**src/design/issue_pkg.sv**
```systemverilog
/*
 * Shared widths, opcode classes, funct3 codes and unit encodings for the
 * RV32I decode and issue stage. Every design file imports what it needs
 * from here.
 */
package issue_pkg;

    localparam int XLEN      = 32;
    localparam int NUM_UNITS = 3;

    // Bit positions in the unit vectors
    localparam int UNIT_ALU = 0;
    localparam int UNIT_BR  = 1;
    localparam int UNIT_LS  = 2;

    typedef logic [XLEN-1:0]      data_t;
    typedef logic [XLEN:0]        ext_data_t;
    typedef logic [4:0]           reg_addr_t;
    typedef logic [2:0]           fn3_t;
    typedef logic [NUM_UNITS-1:0] unit_vec_t;
    typedef logic signed [20:0]   pc_offset_t;

    // Instruction bits 6:2
    typedef enum logic [4:0] {
        LOAD_T      = 5'b00000,
        ARITH_IMM_T = 5'b00100,
        AUIPC_T     = 5'b00101,
        STORE_T     = 5'b01000,
        ARITH_T     = 5'b01100,
        LUI_T       = 5'b01101,
        BRANCH_T    = 5'b11000,
        JALR_T      = 5'b11001,
        JAL_T       = 5'b11011
    } opclass_t;

    localparam fn3_t ADD_SUB_FN3 = 3'b000;
    localparam fn3_t SLL_FN3     = 3'b001;
    localparam fn3_t SLT_FN3     = 3'b010;
    localparam fn3_t SLTU_FN3    = 3'b011;
    localparam fn3_t XOR_FN3     = 3'b100;
    localparam fn3_t SRL_SRA_FN3 = 3'b101;
    localparam fn3_t OR_FN3      = 3'b110;
    localparam fn3_t AND_FN3     = 3'b111;
    localparam fn3_t BLTU_FN3    = 3'b110;
    localparam fn3_t BGEU_FN3    = 3'b111;

    typedef enum logic [1:0] {
        ALU_CONSTANT = 2'b00,
        ALU_ADD_SUB  = 2'b01,
        ALU_SLT      = 2'b10,
        ALU_SHIFT    = 2'b11
    } alu_op_t;

    typedef enum logic [1:0] {
        ALU_LOGIC_XOR = 2'b00,
        ALU_LOGIC_OR  = 2'b01,
        ALU_LOGIC_AND = 2'b10,
        ALU_LOGIC_ADD = 2'b11
    } alu_logic_op_t;

endpackage

```
**src/design/alu_operand_former.sv**
```systemverilog
/*
 * Registers the ALU control fields when a new entry enters the issue stage
 * and forms the 33-bit ALU operands from live register data. The held
 * immediate and funct3 also serve the load/store unit.
 */
`timescale 1ns/10ps

module alu_operand_former (
    input  logic                     clk,
    input  logic                     stage_load_i,
    input  issue_pkg::data_t         dec_pc_i,
    input  issue_pkg::data_t         dec_instr_i,
    input  issue_pkg::opclass_t      opclass_i,
    input  issue_pkg::fn3_t          fn3_i,
    input  issue_pkg::data_t         rs1_data_i,
    input  issue_pkg::data_t         rs2_data_i,
    output issue_pkg::alu_op_t       alu_op_o,
    output issue_pkg::alu_logic_op_t alu_logic_op_o,
    output logic                     alu_sub_o,
    output issue_pkg::ext_data_t     alu_in1_o,
    output issue_pkg::ext_data_t     alu_in2_o,
    output logic [4:0]               alu_shift_amt_o,
    output issue_pkg::data_t         alu_const_o,
    output logic                     ls_load_o,
    output logic                     ls_store_o,
    output logic [11:0]              ls_offset_o,
    output issue_pkg::fn3_t          ls_fn3_o
);
    import issue_pkg::*;

    alu_op_t       alu_op;
    alu_logic_op_t alu_logic_op;
    logic          imm_type_r;
    logic [11:0]   imm_r;
    fn3_t          fn3_r;
    logic          is_unsigned;
    data_t         in2_data;

    always_comb begin
        if (opclass_i inside {LUI_T, AUIPC_T}) begin
            alu_op = ALU_CONSTANT;
        end else begin
            case (fn3_i)
                SLT_FN3, SLTU_FN3:    alu_op = ALU_SLT;
                SLL_FN3, SRL_SRA_FN3: alu_op = ALU_SHIFT;
                default:              alu_op = ALU_ADD_SUB;
            endcase
        end
    end

    always_comb begin
        case (fn3_i)
            XOR_FN3: alu_logic_op = ALU_LOGIC_XOR;
            OR_FN3:  alu_logic_op = ALU_LOGIC_OR;
            AND_FN3: alu_logic_op = ALU_LOGIC_AND;
            default: alu_logic_op = ALU_LOGIC_ADD;
        endcase
    end

    always_ff @(posedge clk) begin
        if (stage_load_i) begin
            alu_op_o       <= alu_op;
            alu_logic_op_o <= alu_logic_op;
            // Compares subtract as well
            alu_sub_o      <= (fn3_i inside {SLT_FN3, SLTU_FN3})
                            | ((fn3_i == ADD_SUB_FN3) & dec_instr_i[30]
                               & (opclass_i == ARITH_T));
            imm_type_r     <= opclass_i == ARITH_IMM_T;
            // S-format for stores, I-format for everything else
            imm_r          <= (opclass_i == STORE_T) ?
                              {dec_instr_i[31:25], dec_instr_i[11:7]} : dec_instr_i[31:20];
            fn3_r          <= fn3_i;
            alu_const_o    <= ((opclass_i == LUI_T) ? '0 : dec_pc_i)
                            + {dec_instr_i[31:12], 12'b0};
            ls_load_o      <= opclass_i == LOAD_T;
            ls_store_o     <= opclass_i == STORE_T;
        end
    end

    //////////////////////////////
    // Operand forming
    assign is_unsigned     = fn3_r == SLTU_FN3;
    assign in2_data        = imm_type_r ? data_t'(signed'(imm_r)) : rs2_data_i;
    assign alu_in1_o       = {rs1_data_i[XLEN-1] & ~is_unsigned, rs1_data_i};
    assign alu_in2_o       = {in2_data[XLEN-1] & ~is_unsigned, in2_data};
    assign alu_shift_amt_o = imm_type_r ? imm_r[4:0] : rs2_data_i[4:0];

    assign ls_offset_o = imm_r;
    assign ls_fn3_o    = fn3_r;

endmodule

```
**src/design/branch_operand_former.sv**
```systemverilog
/*
 * Branch unit inputs. Registers the sign-extended pc offset, the jump flags,
 * funct3 and pc+4 when an entry is loaded, and extends the live register
 * values for signed or unsigned compares.
 */
`timescale 1ns/10ps

module branch_operand_former (
    input  logic                 clk,
    input  logic                 stage_load_i,
    input  issue_pkg::data_t     dec_pc_i,
    input  issue_pkg::data_t     dec_instr_i,
    input  issue_pkg::opclass_t  opclass_i,
    input  issue_pkg::fn3_t      fn3_i,
    input  issue_pkg::data_t     rs1_data_i,
    input  issue_pkg::data_t     rs2_data_i,
    output issue_pkg::pc_offset_t br_offset_o,
    output logic                 br_jal_o,
    output logic                 br_jalr_o,
    output issue_pkg::fn3_t      br_fn3_o,
    output issue_pkg::ext_data_t br_rs1_o,
    output issue_pkg::ext_data_t br_rs2_o,
    output issue_pkg::data_t     br_pc_p4_o
);
    import issue_pkg::*;

    logic [19:0] jal_imm;
    logic [11:0] br_imm;
    pc_offset_t  pc_offset;
    logic        use_signed_r;

    assign jal_imm = {dec_instr_i[31], dec_instr_i[19:12], dec_instr_i[20], dec_instr_i[30:21]};
    assign br_imm  = {dec_instr_i[31], dec_instr_i[7], dec_instr_i[30:25], dec_instr_i[11:8]};

    // J, I or B format depending on the class
    always_comb begin
        case (opclass_i)
            JAL_T:   pc_offset = pc_offset_t'(signed'({jal_imm, 1'b0}));
            JALR_T:  pc_offset = pc_offset_t'(signed'(dec_instr_i[31:20]));
            default: pc_offset = pc_offset_t'(signed'({br_imm, 1'b0}));
        endcase
    end

    always_ff @(posedge clk) begin
        if (stage_load_i) begin
            br_offset_o  <= pc_offset;
            br_jal_o     <= opclass_i == JAL_T;
            br_jalr_o    <= opclass_i == JALR_T;
            br_fn3_o     <= fn3_i;
            use_signed_r <= !(fn3_i inside {BLTU_FN3, BGEU_FN3});
            br_pc_p4_o   <= dec_pc_i + 32'd4;
        end
    end

    // Extra top bit makes one signed compare serve both forms
    assign br_rs1_o = {rs1_data_i[XLEN-1] & use_signed_r, rs1_data_i};
    assign br_rs2_o = {rs2_data_i[XLEN-1] & use_signed_r, rs2_data_i};

endmodule

```
**src/design/decode_issue_top.sv**
```systemverilog
/*
 * Decode and issue stage of the in-order RV32I core. Connects the decoder,
 * the one-entry issue register and the ALU and branch operand formers.
 * Scoreboard flags and register data come from outside.
 */
`timescale 1ns/10ps

module decode_issue_top (
    input  logic                     clk,
    input  logic                     rst,
    // Fetch side
    input  logic                     dec_valid_i,
    output logic                     dec_ready_o,
    input  issue_pkg::data_t         dec_pc_i,
    input  issue_pkg::data_t         dec_instr_i,
    // Issue handshake
    input  issue_pkg::unit_vec_t     unit_ready_i,
    output issue_pkg::unit_vec_t     issue_valid_o,
    // Scoreboard and register file
    input  logic [1:0]               rs_inuse_i,
    output issue_pkg::reg_addr_t     issue_rs1_addr_o,
    output issue_pkg::reg_addr_t     issue_rs2_addr_o,
    input  issue_pkg::data_t         rs1_data_i,
    input  issue_pkg::data_t         rs2_data_i,
    // ALU
    output issue_pkg::alu_op_t       alu_op_o,
    output issue_pkg::alu_logic_op_t alu_logic_op_o,
    output logic                     alu_sub_o,
    output issue_pkg::ext_data_t     alu_in1_o,
    output issue_pkg::ext_data_t     alu_in2_o,
    output logic [4:0]               alu_shift_amt_o,
    output issue_pkg::data_t         alu_const_o,
    // Branch unit
    output issue_pkg::pc_offset_t    br_offset_o,
    output logic                     br_jal_o,
    output logic                     br_jalr_o,
    output issue_pkg::fn3_t          br_fn3_o,
    output issue_pkg::ext_data_t     br_rs1_o,
    output issue_pkg::ext_data_t     br_rs2_o,
    output issue_pkg::data_t         br_pc_p4_o,
    // Load/store unit
    output logic                     ls_load_o,
    output logic                     ls_store_o,
    output logic [11:0]              ls_offset_o,
    output issue_pkg::fn3_t          ls_fn3_o,
    output issue_pkg::data_t         ls_rs1_o,
    output issue_pkg::data_t         ls_rs2_o
);
    import issue_pkg::*;

    opclass_t  opclass;
    fn3_t      fn3;
    reg_addr_t rs1_addr;
    reg_addr_t rs2_addr;
    logic      uses_rs1;
    logic      uses_rs2;
    unit_vec_t unit_needed;
    logic      stage_load;

    // Destination fields are not needed past decode here
    instr_decoder decoder_i (
        .dec_instr_i   (dec_instr_i),
        .opclass_o     (opclass),
        .fn3_o         (fn3),
        .rs1_addr_o    (rs1_addr),
        .rs2_addr_o    (rs2_addr),
        .rd_addr_o     (),
        .uses_rs1_o    (uses_rs1),
        .uses_rs2_o    (uses_rs2),
        .uses_rd_o     (),
        .unit_needed_o (unit_needed)
    );

    issue_stage stage_i (
        .clk              (clk),
        .rst              (rst),
        .dec_valid_i      (dec_valid_i),
        .dec_ready_o      (dec_ready_o),
        .unit_needed_i    (unit_needed),
        .uses_rs1_i       (uses_rs1),
        .uses_rs2_i       (uses_rs2),
        .rs1_addr_i       (rs1_addr),
        .rs2_addr_i       (rs2_addr),
        .rs_inuse_i       (rs_inuse_i),
        .unit_ready_i     (unit_ready_i),
        .issue_valid_o    (issue_valid_o),
        .stage_load_o     (stage_load),
        .issue_rs1_addr_o (issue_rs1_addr_o),
        .issue_rs2_addr_o (issue_rs2_addr_o)
    );

    alu_operand_former alu_former_i (
        .clk             (clk),
        .stage_load_i    (stage_load),
        .dec_pc_i        (dec_pc_i),
        .dec_instr_i     (dec_instr_i),
        .opclass_i       (opclass),
        .fn3_i           (fn3),
        .rs1_data_i      (rs1_data_i),
        .rs2_data_i      (rs2_data_i),
        .alu_op_o        (alu_op_o),
        .alu_logic_op_o  (alu_logic_op_o),
        .alu_sub_o       (alu_sub_o),
        .alu_in1_o       (alu_in1_o),
        .alu_in2_o       (alu_in2_o),
        .alu_shift_amt_o (alu_shift_amt_o),
        .alu_const_o     (alu_const_o),
        .ls_load_o       (ls_load_o),
        .ls_store_o      (ls_store_o),
        .ls_offset_o     (ls_offset_o),
        .ls_fn3_o        (ls_fn3_o)
    );

    branch_operand_former br_former_i (
        .clk          (clk),
        .stage_load_i (stage_load),
        .dec_pc_i     (dec_pc_i),
        .dec_instr_i  (dec_instr_i),
        .opclass_i    (opclass),
        .fn3_i        (fn3),
        .rs1_data_i   (rs1_data_i),
        .rs2_data_i   (rs2_data_i),
        .br_offset_o  (br_offset_o),
        .br_jal_o     (br_jal_o),
        .br_jalr_o    (br_jalr_o),
        .br_fn3_o     (br_fn3_o),
        .br_rs1_o     (br_rs1_o),
        .br_rs2_o     (br_rs2_o),
        .br_pc_p4_o   (br_pc_p4_o)
    );

    // Address and store data straight from the register file
    assign ls_rs1_o = rs1_data_i;
    assign ls_rs2_o = rs2_data_i;

endmodule

```
**src/design/instr_decoder.sv**
```systemverilog
/*
 * Combinational decode of one RV32I instruction word. Extracts the register
 * fields, classifies the opcode and picks the execution unit. Unsupported
 * instructions select no unit at all.
 */
`timescale 1ns/10ps

module instr_decoder (
    input  issue_pkg::data_t     dec_instr_i,
    output issue_pkg::opclass_t  opclass_o,
    output issue_pkg::fn3_t      fn3_o,
    output issue_pkg::reg_addr_t rs1_addr_o,
    output issue_pkg::reg_addr_t rs2_addr_o,
    output issue_pkg::reg_addr_t rd_addr_o,
    output logic                 uses_rs1_o,
    output logic                 uses_rs2_o,
    output logic                 uses_rd_o,
    output issue_pkg::unit_vec_t unit_needed_o
);
    import issue_pkg::*;

    opclass_t opclass;
    logic     mul_div_op;

    //////////////////////////////
    // Field extraction
    assign opclass    = opclass_t'(dec_instr_i[6:2]);
    assign opclass_o  = opclass;
    assign fn3_o      = dec_instr_i[14:12];
    assign rs1_addr_o = dec_instr_i[19:15];
    assign rs2_addr_o = dec_instr_i[24:20];
    assign rd_addr_o  = dec_instr_i[11:7];

    // M extension shares the ARITH opcode
    assign mul_div_op = (opclass == ARITH_T) & dec_instr_i[25];

    //////////////////////////////
    // Register use
    assign uses_rs1_o = opclass inside {JALR_T, BRANCH_T, LOAD_T, STORE_T,
                                        ARITH_IMM_T, ARITH_T};

    // Stores read rs2 as the store data
    assign uses_rs2_o = opclass inside {BRANCH_T, STORE_T, ARITH_T};

    assign uses_rd_o = opclass inside {LUI_T, AUIPC_T, JAL_T, JALR_T, LOAD_T,
                                       ARITH_IMM_T, ARITH_T};

    //////////////////////////////
    // Unit selection
    always_comb begin
        unit_needed_o = '0;
        unit_needed_o[UNIT_ALU] = (opclass inside {LUI_T, AUIPC_T, ARITH_IMM_T})
                                | ((opclass == ARITH_T) & ~mul_div_op);
        unit_needed_o[UNIT_BR]  = opclass inside {BRANCH_T, JAL_T, JALR_T};
        unit_needed_o[UNIT_LS]  = opclass inside {LOAD_T, STORE_T};
    end

endmodule

```
**src/design/issue_stage.sv**
```systemverilog
/*
 * One-entry issue register between decode and the execution units.
 * Holds the entry until its sources are free and the target unit is ready,
 * and drops entries that need no unit one cycle after acceptance.
 */
`timescale 1ns/10ps

module issue_stage (
    input  logic                 clk,
    input  logic                 rst,
    input  logic                 dec_valid_i,
    output logic                 dec_ready_o,
    input  issue_pkg::unit_vec_t unit_needed_i,
    input  logic                 uses_rs1_i,
    input  logic                 uses_rs2_i,
    input  issue_pkg::reg_addr_t rs1_addr_i,
    input  issue_pkg::reg_addr_t rs2_addr_i,
    input  logic [1:0]           rs_inuse_i,
    input  issue_pkg::unit_vec_t unit_ready_i,
    output issue_pkg::unit_vec_t issue_valid_o,
    output logic                 stage_load_o,
    output issue_pkg::reg_addr_t issue_rs1_addr_o,
    output issue_pkg::reg_addr_t issue_rs2_addr_o
);
    import issue_pkg::*;

    logic       stage_valid;
    unit_vec_t  unit_r;
    logic [1:0] uses_rs_r;
    reg_addr_t  rs1_addr_r;
    reg_addr_t  rs2_addr_r;

    logic [1:0] rs_conflict;
    logic       operands_ready;
    logic       issued;
    logic       discard;
    logic       stage_ready;

    //////////////////////////////
    // Operand hazards
    // Only sources the held instruction reads can block it
    assign rs_conflict    = rs_inuse_i & uses_rs_r;
    assign operands_ready = ~|rs_conflict;

    //////////////////////////////
    // Issue requests
    assign issue_valid_o = {NUM_UNITS{stage_valid & operands_ready}} & unit_r;
    assign issued        = |(issue_valid_o & unit_ready_i);
    assign discard       = stage_valid & ~|unit_r;

    // Free on a handshake or when the entry has nowhere to go
    assign stage_ready  = ~stage_valid | issued | discard;
    assign dec_ready_o  = stage_ready;
    assign stage_load_o = dec_valid_i & stage_ready;

    always_ff @(posedge clk) begin
        if (rst) begin
            stage_valid <= 1'b0;
        end else if (stage_ready) begin
            stage_valid <= dec_valid_i;
        end
    end

    always_ff @(posedge clk) begin
        if (stage_load_o) begin
            unit_r     <= unit_needed_i;
            uses_rs_r  <= {uses_rs2_i, uses_rs1_i};
            rs1_addr_r <= rs1_addr_i;
            rs2_addr_r <= rs2_addr_i;
        end
    end

    // Register file read addresses for the held entry
    assign issue_rs1_addr_o = rs1_addr_r;
    assign issue_rs2_addr_o = rs2_addr_r;

endmodule

```
**config.mk**
```make
export PLATFORM = sky130hd
export DESIGN_NAME = decode_issue_top
export DESIGN_NICKNAME = d
export VERILOG_FILES = /design/src/design/issue_pkg.sv /design/src/design/alu_operand_former.sv /design/src/design/branch_operand_former.sv /design/src/design/decode_issue_top.sv /design/src/design/instr_decoder.sv /design/src/design/issue_stage.sv
export SDC_FILE = /design/constraint.sdc
export NUM_CORES = 1
export LEC_CHECK = 0
export BUFFER_PORTS_ARGS = -buffer_cell sky130_fd_sc_hd__clkbuf_2
export CORE_AREA = 4 4 175 177
export DETAILED_ROUTE_END_ITERATION = 8
export DIE_AREA = 0 0 179 181
export HOLD_SLACK_MARGIN = 0.1
export SLEW_MARGIN = 20
export SYNTH_ARGS = -nofsm -noshare
export SYNTH_HDL_FRONTEND = slang
export SYNTH_HIERARCHICAL = 1
export SYNTH_SLANG_ARGS = --single-unit
```
**constraint.sdc**
```tcl
create_clock -name clk -period 8.5 [get_ports clk]
set_input_delay 0.425 -clock clk [delete_from_list [all_inputs] [get_ports clk]]
set_output_delay 0.425 -clock clk [all_outputs]
set_load 0.02 [all_outputs]
```
**Word level (Yosys, flattened, before mapping)**

Cells that the tools add are included.

- Input bits: 136
- Register bits: 127
- Word-level logic and storage cells: 83
- Output and inout port bits: 327

- Multiplexer cells: 7
- Add/subtract/negate cells: 2
- Bitwise logic cells: 21
- Reductions and logical operators: 18
- Equality and inequality tests: 16

Operators with widths:

| cell | number |
|---|---|
| 32-bit two-way mux | 2 |
| 20-bit case mux with 2 select lines | 1 |
| 32-bit by 3-bit adder with 32-bit output, second input constant | 1 |
| 32-bit adder | 1 |
| 5-bit by 4-bit == test with 1-bit output, second input constant | 3 |
| 5-bit == test, second input constant | 3 |
| 3-bit == test, second input constant | 4 |
| 1-bit AND | 11 |
| 5-bit by 3-bit == test with 1-bit output, second input constant | 2 |
| 5-bit two-way mux | 2 |
| 3-bit by 2-bit == test with 1-bit output, second input constant | 3 |
| 3-bit nonzero test | 3 |
| 2-bit nonzero test | 4 |
| 3-bit AND | 2 |
| 2-bit case mux with 3 select lines | 1 |
| 6-bit nonzero test | 1 |
| 2-bit OR reduction | 3 |
| 3-bit OR reduction | 2 |
| 5-bit zero test | 1 |
| 1-bit bitwise OR | 4 |
| 2-bit case mux with 2 select lines | 1 |
| 3-bit by 1-bit == test with 1-bit output, second input constant | 1 |
| 1-bit zero test | 3 |
| 3-bit zero test | 1 |
| other kinds (2) | 4 |

**Longest topological paths before layout**

- Word-level depth: 10
- Gate-level depth with buffers: 13
- Depth with buffers taken out: 11

**Hierarchy**

Netlist, hierarchy kept.

Modules (own cells, without submodules):

| module | area each (µm²) | instances | cells an instance | sequential area each (µm²) |
|---|---|---|---|---|
| alu_operand_former | 3646.0 | 1 | 346 | 1651.6 |
| branch_operand_former | 3054.2 | 1 | 239 | 1771.7 |
| issue_stage | 550.5 | 1 | 27 | 470.5 |
| decode_issue_top | 480.5 | 1 | 64 | 0.0 |
| instr_decoder | 252.7 | 1 | 35 | 0.0 |

**Worst setup path before layout**

No wires, ideal clock.

- Path type: input-to-reg
- Start point: in rs_inuse_i[0]
- End point: reg alu_former_i.alu_const_o[0] (enable)
- Setup time: 0.503 ns
- Required time: 7.997 ns
- Buffers on the path: 0
- Slack: 4.000 ns
- Arrival time: 3.997 ns
- Stages on the path: 3
- Path through: a22o_1 o211ai_2 and2_1

- Longest elaborated chain between the ends: 10

RTL lines:

| element | line | source |
|---|---|---|
| start: declaration | decode_issue_top.sv:20 | `input logic [1:0] rs_inuse_i,` |
| 2-bit AND | issue_stage.sv:42 | `assign rs_conflict = rs_inuse_i & uses_rs_r;` |
| 2-bit OR reduction | issue_stage.sv:43 | `assign operands_ready = ~\|rs_conflict;` |
| 1-bit zero test | issue_stage.sv:43 |  |
| 1-bit AND | issue_stage.sv:47 | `assign issue_valid_o = {NUM_UNITS{stage_valid & operands_ready}} & unit_r;` |
| 3-bit AND | issue_stage.sv:47 |  |
| 3-bit AND | issue_stage.sv:48 | `assign issued = \|(issue_valid_o & unit_ready_i);` |
| 3-bit OR reduction | issue_stage.sv:48 |  |
| 1-bit bitwise OR (2 in series) | issue_stage.sv:52 | `assign stage_ready = ~stage_valid \| issued \| discard;` |
| net dec_ready_o | decode_issue_top.sv:13 | `output logic dec_ready_o,` |
| 1-bit AND | issue_stage.sv:54 | `assign stage_load_o = dec_valid_i & stage_ready;` |
| net stage_load | decode_issue_top.sv:58 | `logic stage_load;` |
| end signal: assignment | alu_operand_former.sv:73 | `alu_const_o <= ((opclass_i == LUI_T) ? '0 : dec_pc_i)` |
| end: declaration | alu_operand_former.sv:23 | `output issue_pkg::data_t alu_const_o,` |

The timed path passes the listed nets, and every way through them passes these cells.
A chain may end at the register's enable or synchronous reset.

**Final worst setup path**

- Start point: in dec_instr_i[3]
- End point: reg alu_former_i.alu_const_o[28], data pin

- Longest elaborated chain between the ends: 3

RTL lines:

| element | line | source |
|---|---|---|
| start: declaration | decode_issue_top.sv:15 | `input issue_pkg::data_t dec_instr_i,` |
| 5-bit by 4-bit == test with 1-bit output | alu_operand_former.sv:73 |  |
| 32-bit two-way mux | alu_operand_former.sv:73 |  |
| 32-bit adder | alu_operand_former.sv:74 | `+ {dec_instr_i[31:12], 12'b0};` |

No other way between the ends.

==> flow_results.org <==
** Status
- Status :: completed

** Floorplan
- Num ports :: 463
- The initialized floorplan defines 63 standard-cell rows.
- Core box area :: around 0.029 mm2
- In this run the vertical extent of the chip is 181 um.
- X dimension of the die :: about 180 um
- Once the floorplan was initialized, standard cells occupied between 20% and 30% of the core.
- Die ar. :: about 0.032 mm2

** Worst hold path
- Along the worst hold path, the cell count comes to 2.
- The tightest min-delay check is of the primary input to flip-flop type.
- Hold endpoint :: stage_i/stage_valid$_SDFFE_PP0P_
- In this run the most critical hold path is launched from rst.

** Setup path
- Register-to-register setup slack :: ~5.6 ns
- The worst register-to-register path begins at stage_i/unit_r[1]$_DFFE_PP_.
- Peak per-stage delay on the critical path :: approximately 0.5 ns
- CP endpoint kind :: flip-flop
- Standard cell with the maximum stage delay on the critical path :: a221oi_1
- Cell depth of the worst flop-to-flop path :: 4
- Critical path data arrival time :: around 3.5 ns
- Type of the worst setup path :: primary input to flip-flop
- The worst setup path is launched from a primary input.
- Critical R2R Capture :: alu_former_i/ls_fn3_o[2]$_DFFE_PP_
- WP data required :: 8.66 ns
- Traced cell by cell, the critical path runs through clkbuf_2, and4bb_2, nand2_1, buf_4, and2_1, ha_1, fa_1, a21oi_1, nand4b_1, nand2_1, a221oi_1, a21oi_1, xor2_1.
- Of all nets on the critical path, the largest fanout is 31.

** Placement
- Buffers on Ports :: approximately 340
- Post-DP HPWL :: 20,000 um
- GP Congestion :: between 0.8 and 0.9
- Worst slack at placement :: approximately 4.7 ns
- Including well taps, the total number of placed cells is 1,234.

** Synth
- Dividing the synthesized area by the synthesized cell count gives between 10 and 15 um2.
- Cell area after synthesis :: 0.00793 mm2
- For this run, the number of Yosys warnings is 6.
- Net count after synthesis :: approximately 860
- Synthesis produced a netlist whose cell count is approximately 700.

** Layout
- Most common library cell in the layout ignoring fill and taps :: clkbuf_2
- Layout cell share with drive strength beyond 1 :: 46.5%
- Filler cell count in the final layout :: ~3,000
- 0 antenna diodes ended up in the layout.
- The count of cells in the finished layout, fillers not included, comes to 1,266.
- Area growth from synthesis to final layout :: 16.9%
- The net count of the finished layout is between 1,000 and 1,500.
- Highest-count cells in the layout ignoring fill and taps :: clkbuf_2, edfxtp_1, nand2_1

** Routing
- WL per Instance :: slightly below 20 um
- Using the TritonRoute via totals, the vias-per-cell ratio works out to about 4.4.
- Before antenna repair, the detailed router went through 6 iterations.
- Number of nets with antenna violations after routing :: 0
- The detailed router placed 5,605 vias in this run.
- Number of remaining DRC errors :: 0
- The first routing iteration left 220 violations.
- The routed design has around 25,000 um of wire.

** STA
- Max transition margin :: between 20% and 30%
- Layout Skew :: 0.00765 ns
- Setup WS post-layout :: just over 5 ns
- Unrepaired setup endpoints after global routing :: no
- Final worst path period share :: 39.1%
- Setup violations remaining at the end of the flow were counted as 0.
- Setup TNS :: 0 ns
- Highest clock rate :: 0.301 GHz
- Transition at the pin with the smallest max-transition slack :: about 1.1 ns
- The count of pins over their slew limit came to 0.
- Across all hold checks on the routed design, the worst slack comes to roughly 0.17 ns.
- Minimum clock period :: ~3.3 ns
- Final count of hold timing violations :: 0

** Clocking
- Clock network latency to the later pin of the worst-skew pair :: approximately 0.42 ns
- TritonCTS buffer count :: 17
- Counting along the longest clock path gives a buffer depth of 2.
- TritonCTS built the clock tree.
- The cell sitting at the root of the clock tree is a clkbuf_16.
- Total clock sinks :: 130
- Number of hold buffers added after CTS :: 0
- Once the clock tree was built, the resizer swapped 0 gates to a different size.
- Setup Fix Bufs, Post-CTS :: 0
- The clock tree synthesis step divided the H-tree into 4 levels.
- After clock tree synthesis, the clock-pin slew on the worst setup and hold paths is 0.06 ns.

** Power
- Summed over all cells, the static leakage comes to 4.06 nW.
- For this design the ratio of total power to cell area is between 200 and 250 mW/mm2.
- Worst vdd ir :: between 0.1 and 0.15 mV

** GRT
- Overall fraction of global-route tracks in use :: 14.7%
- After global routing the overflow that remains totals 0.
- Wire length of the first global-routing pass :: 35,000 um
- Maximum number of pins on one net before global-route repair :: 79
- Number of antenna violations at the first check in global routing :: 0
- The number of global-route vias before repair came to between 5,000 and 6,000.

** Job
- Maximum Capacitance Violations :: 0
cell type report:
cell class                      count  area [um2]  share of cell area (%)
Clock inverter                     15         183                    1.97
Sequential cell                   130        3890                    42.0
Timing Repair Buffer              339        1700                    18.4
Inverter                           30         113                    1.21
Multi-Input combinational cell    345        2460                    26.6
Tap cell                          390         488                    5.26
Clock buffer                       17         425                    4.59
per-stage QoR:
step           util (%)  cell area (um2)  power, mW
3_3_place_gp       29.6             8660       1.20
4_1_cts            31.7             9270       1.98
3_5_place_dp       29.6             8660       1.20
5_1_grt            31.7             9270       2.05
6_report           31.7             9270       1.95
2_1_floorplan         -             7930       1.13
where the power goes:
part / internal, mW / total [mW] / switching, mW
combinational: 0.128 / 0.393 / 0.265
sequential: 0.771 / 0.786 / 0.0146
clock: 0.466 / 0.773 / 0.307
total: 1.36 / 1.95 / 0.587
state kept, by name, summed over array words and instances (netlist names), 2 cells and up:
signal	count
alu_former_i/ls_fn3_o	3
br_former_i/br_pc_p4_o	32
alu_former_i/alu_const_o	32
stage_i/issue_rs2_addr_o	5
alu_former_i/ls_offset_o	12
stage_i/unit_r	3
alu_former_i/alu_op_o	2
br_former_i/br_fn3_o	3
br_former_i/br_offset_o	21
stage_i/issue_rs1_addr_o	5
stage_i/uses_rs_r	2
alu_former_i/alu_logic_op_o	2
how the worst max path moves through the flow:
stage | slack [ns] | to | cells after the start | from
2_1_floorplan | 4.00 | alu_former_i/alu_const_o[0]$_SDFFCE_PP0P_ | 3 | rs_inuse_i[0]
3_3_place_gp | 4.74 | alu_former_i/alu_const_o[28]$_DFFE_PP_ | 13 | dec_instr_i[3]
3_5_place_dp | 4.73 | alu_former_i/alu_const_o[28]$_DFFE_PP_ | 13 | dec_instr_i[3]
4_1_cts | 5.16 | alu_former_i/alu_const_o[28]$_DFFE_PP_ | 13 | dec_instr_i[3]
5_1_grt | 4.91 | alu_former_i/alu_const_o[28]$_DFFE_PP_ | 13 | dec_instr_i[3]
6_report | 5.18 | alu_former_i/alu_const_o[28]$_DFFE_PP_ | 13 | dec_instr_i[3]
metal layers:
metal  share of wire, %  global-route usage, %
met5                  0                      0
met4               0.67                   2.70
met3                9.9                   5.59
met2                 49                   24.4
met1                 41                   18.3
critical path, delay by kind of cell:
family | cells | cell delay, ns
fa+ha+maj | 2 | 0.65
compound gates | 3 | 0.83
simple gates | 5 | 0.98
xor+xnor | 1 | 0.17
buf+inv | 2 | 0.41
Power figures use the tool's default switching activity.
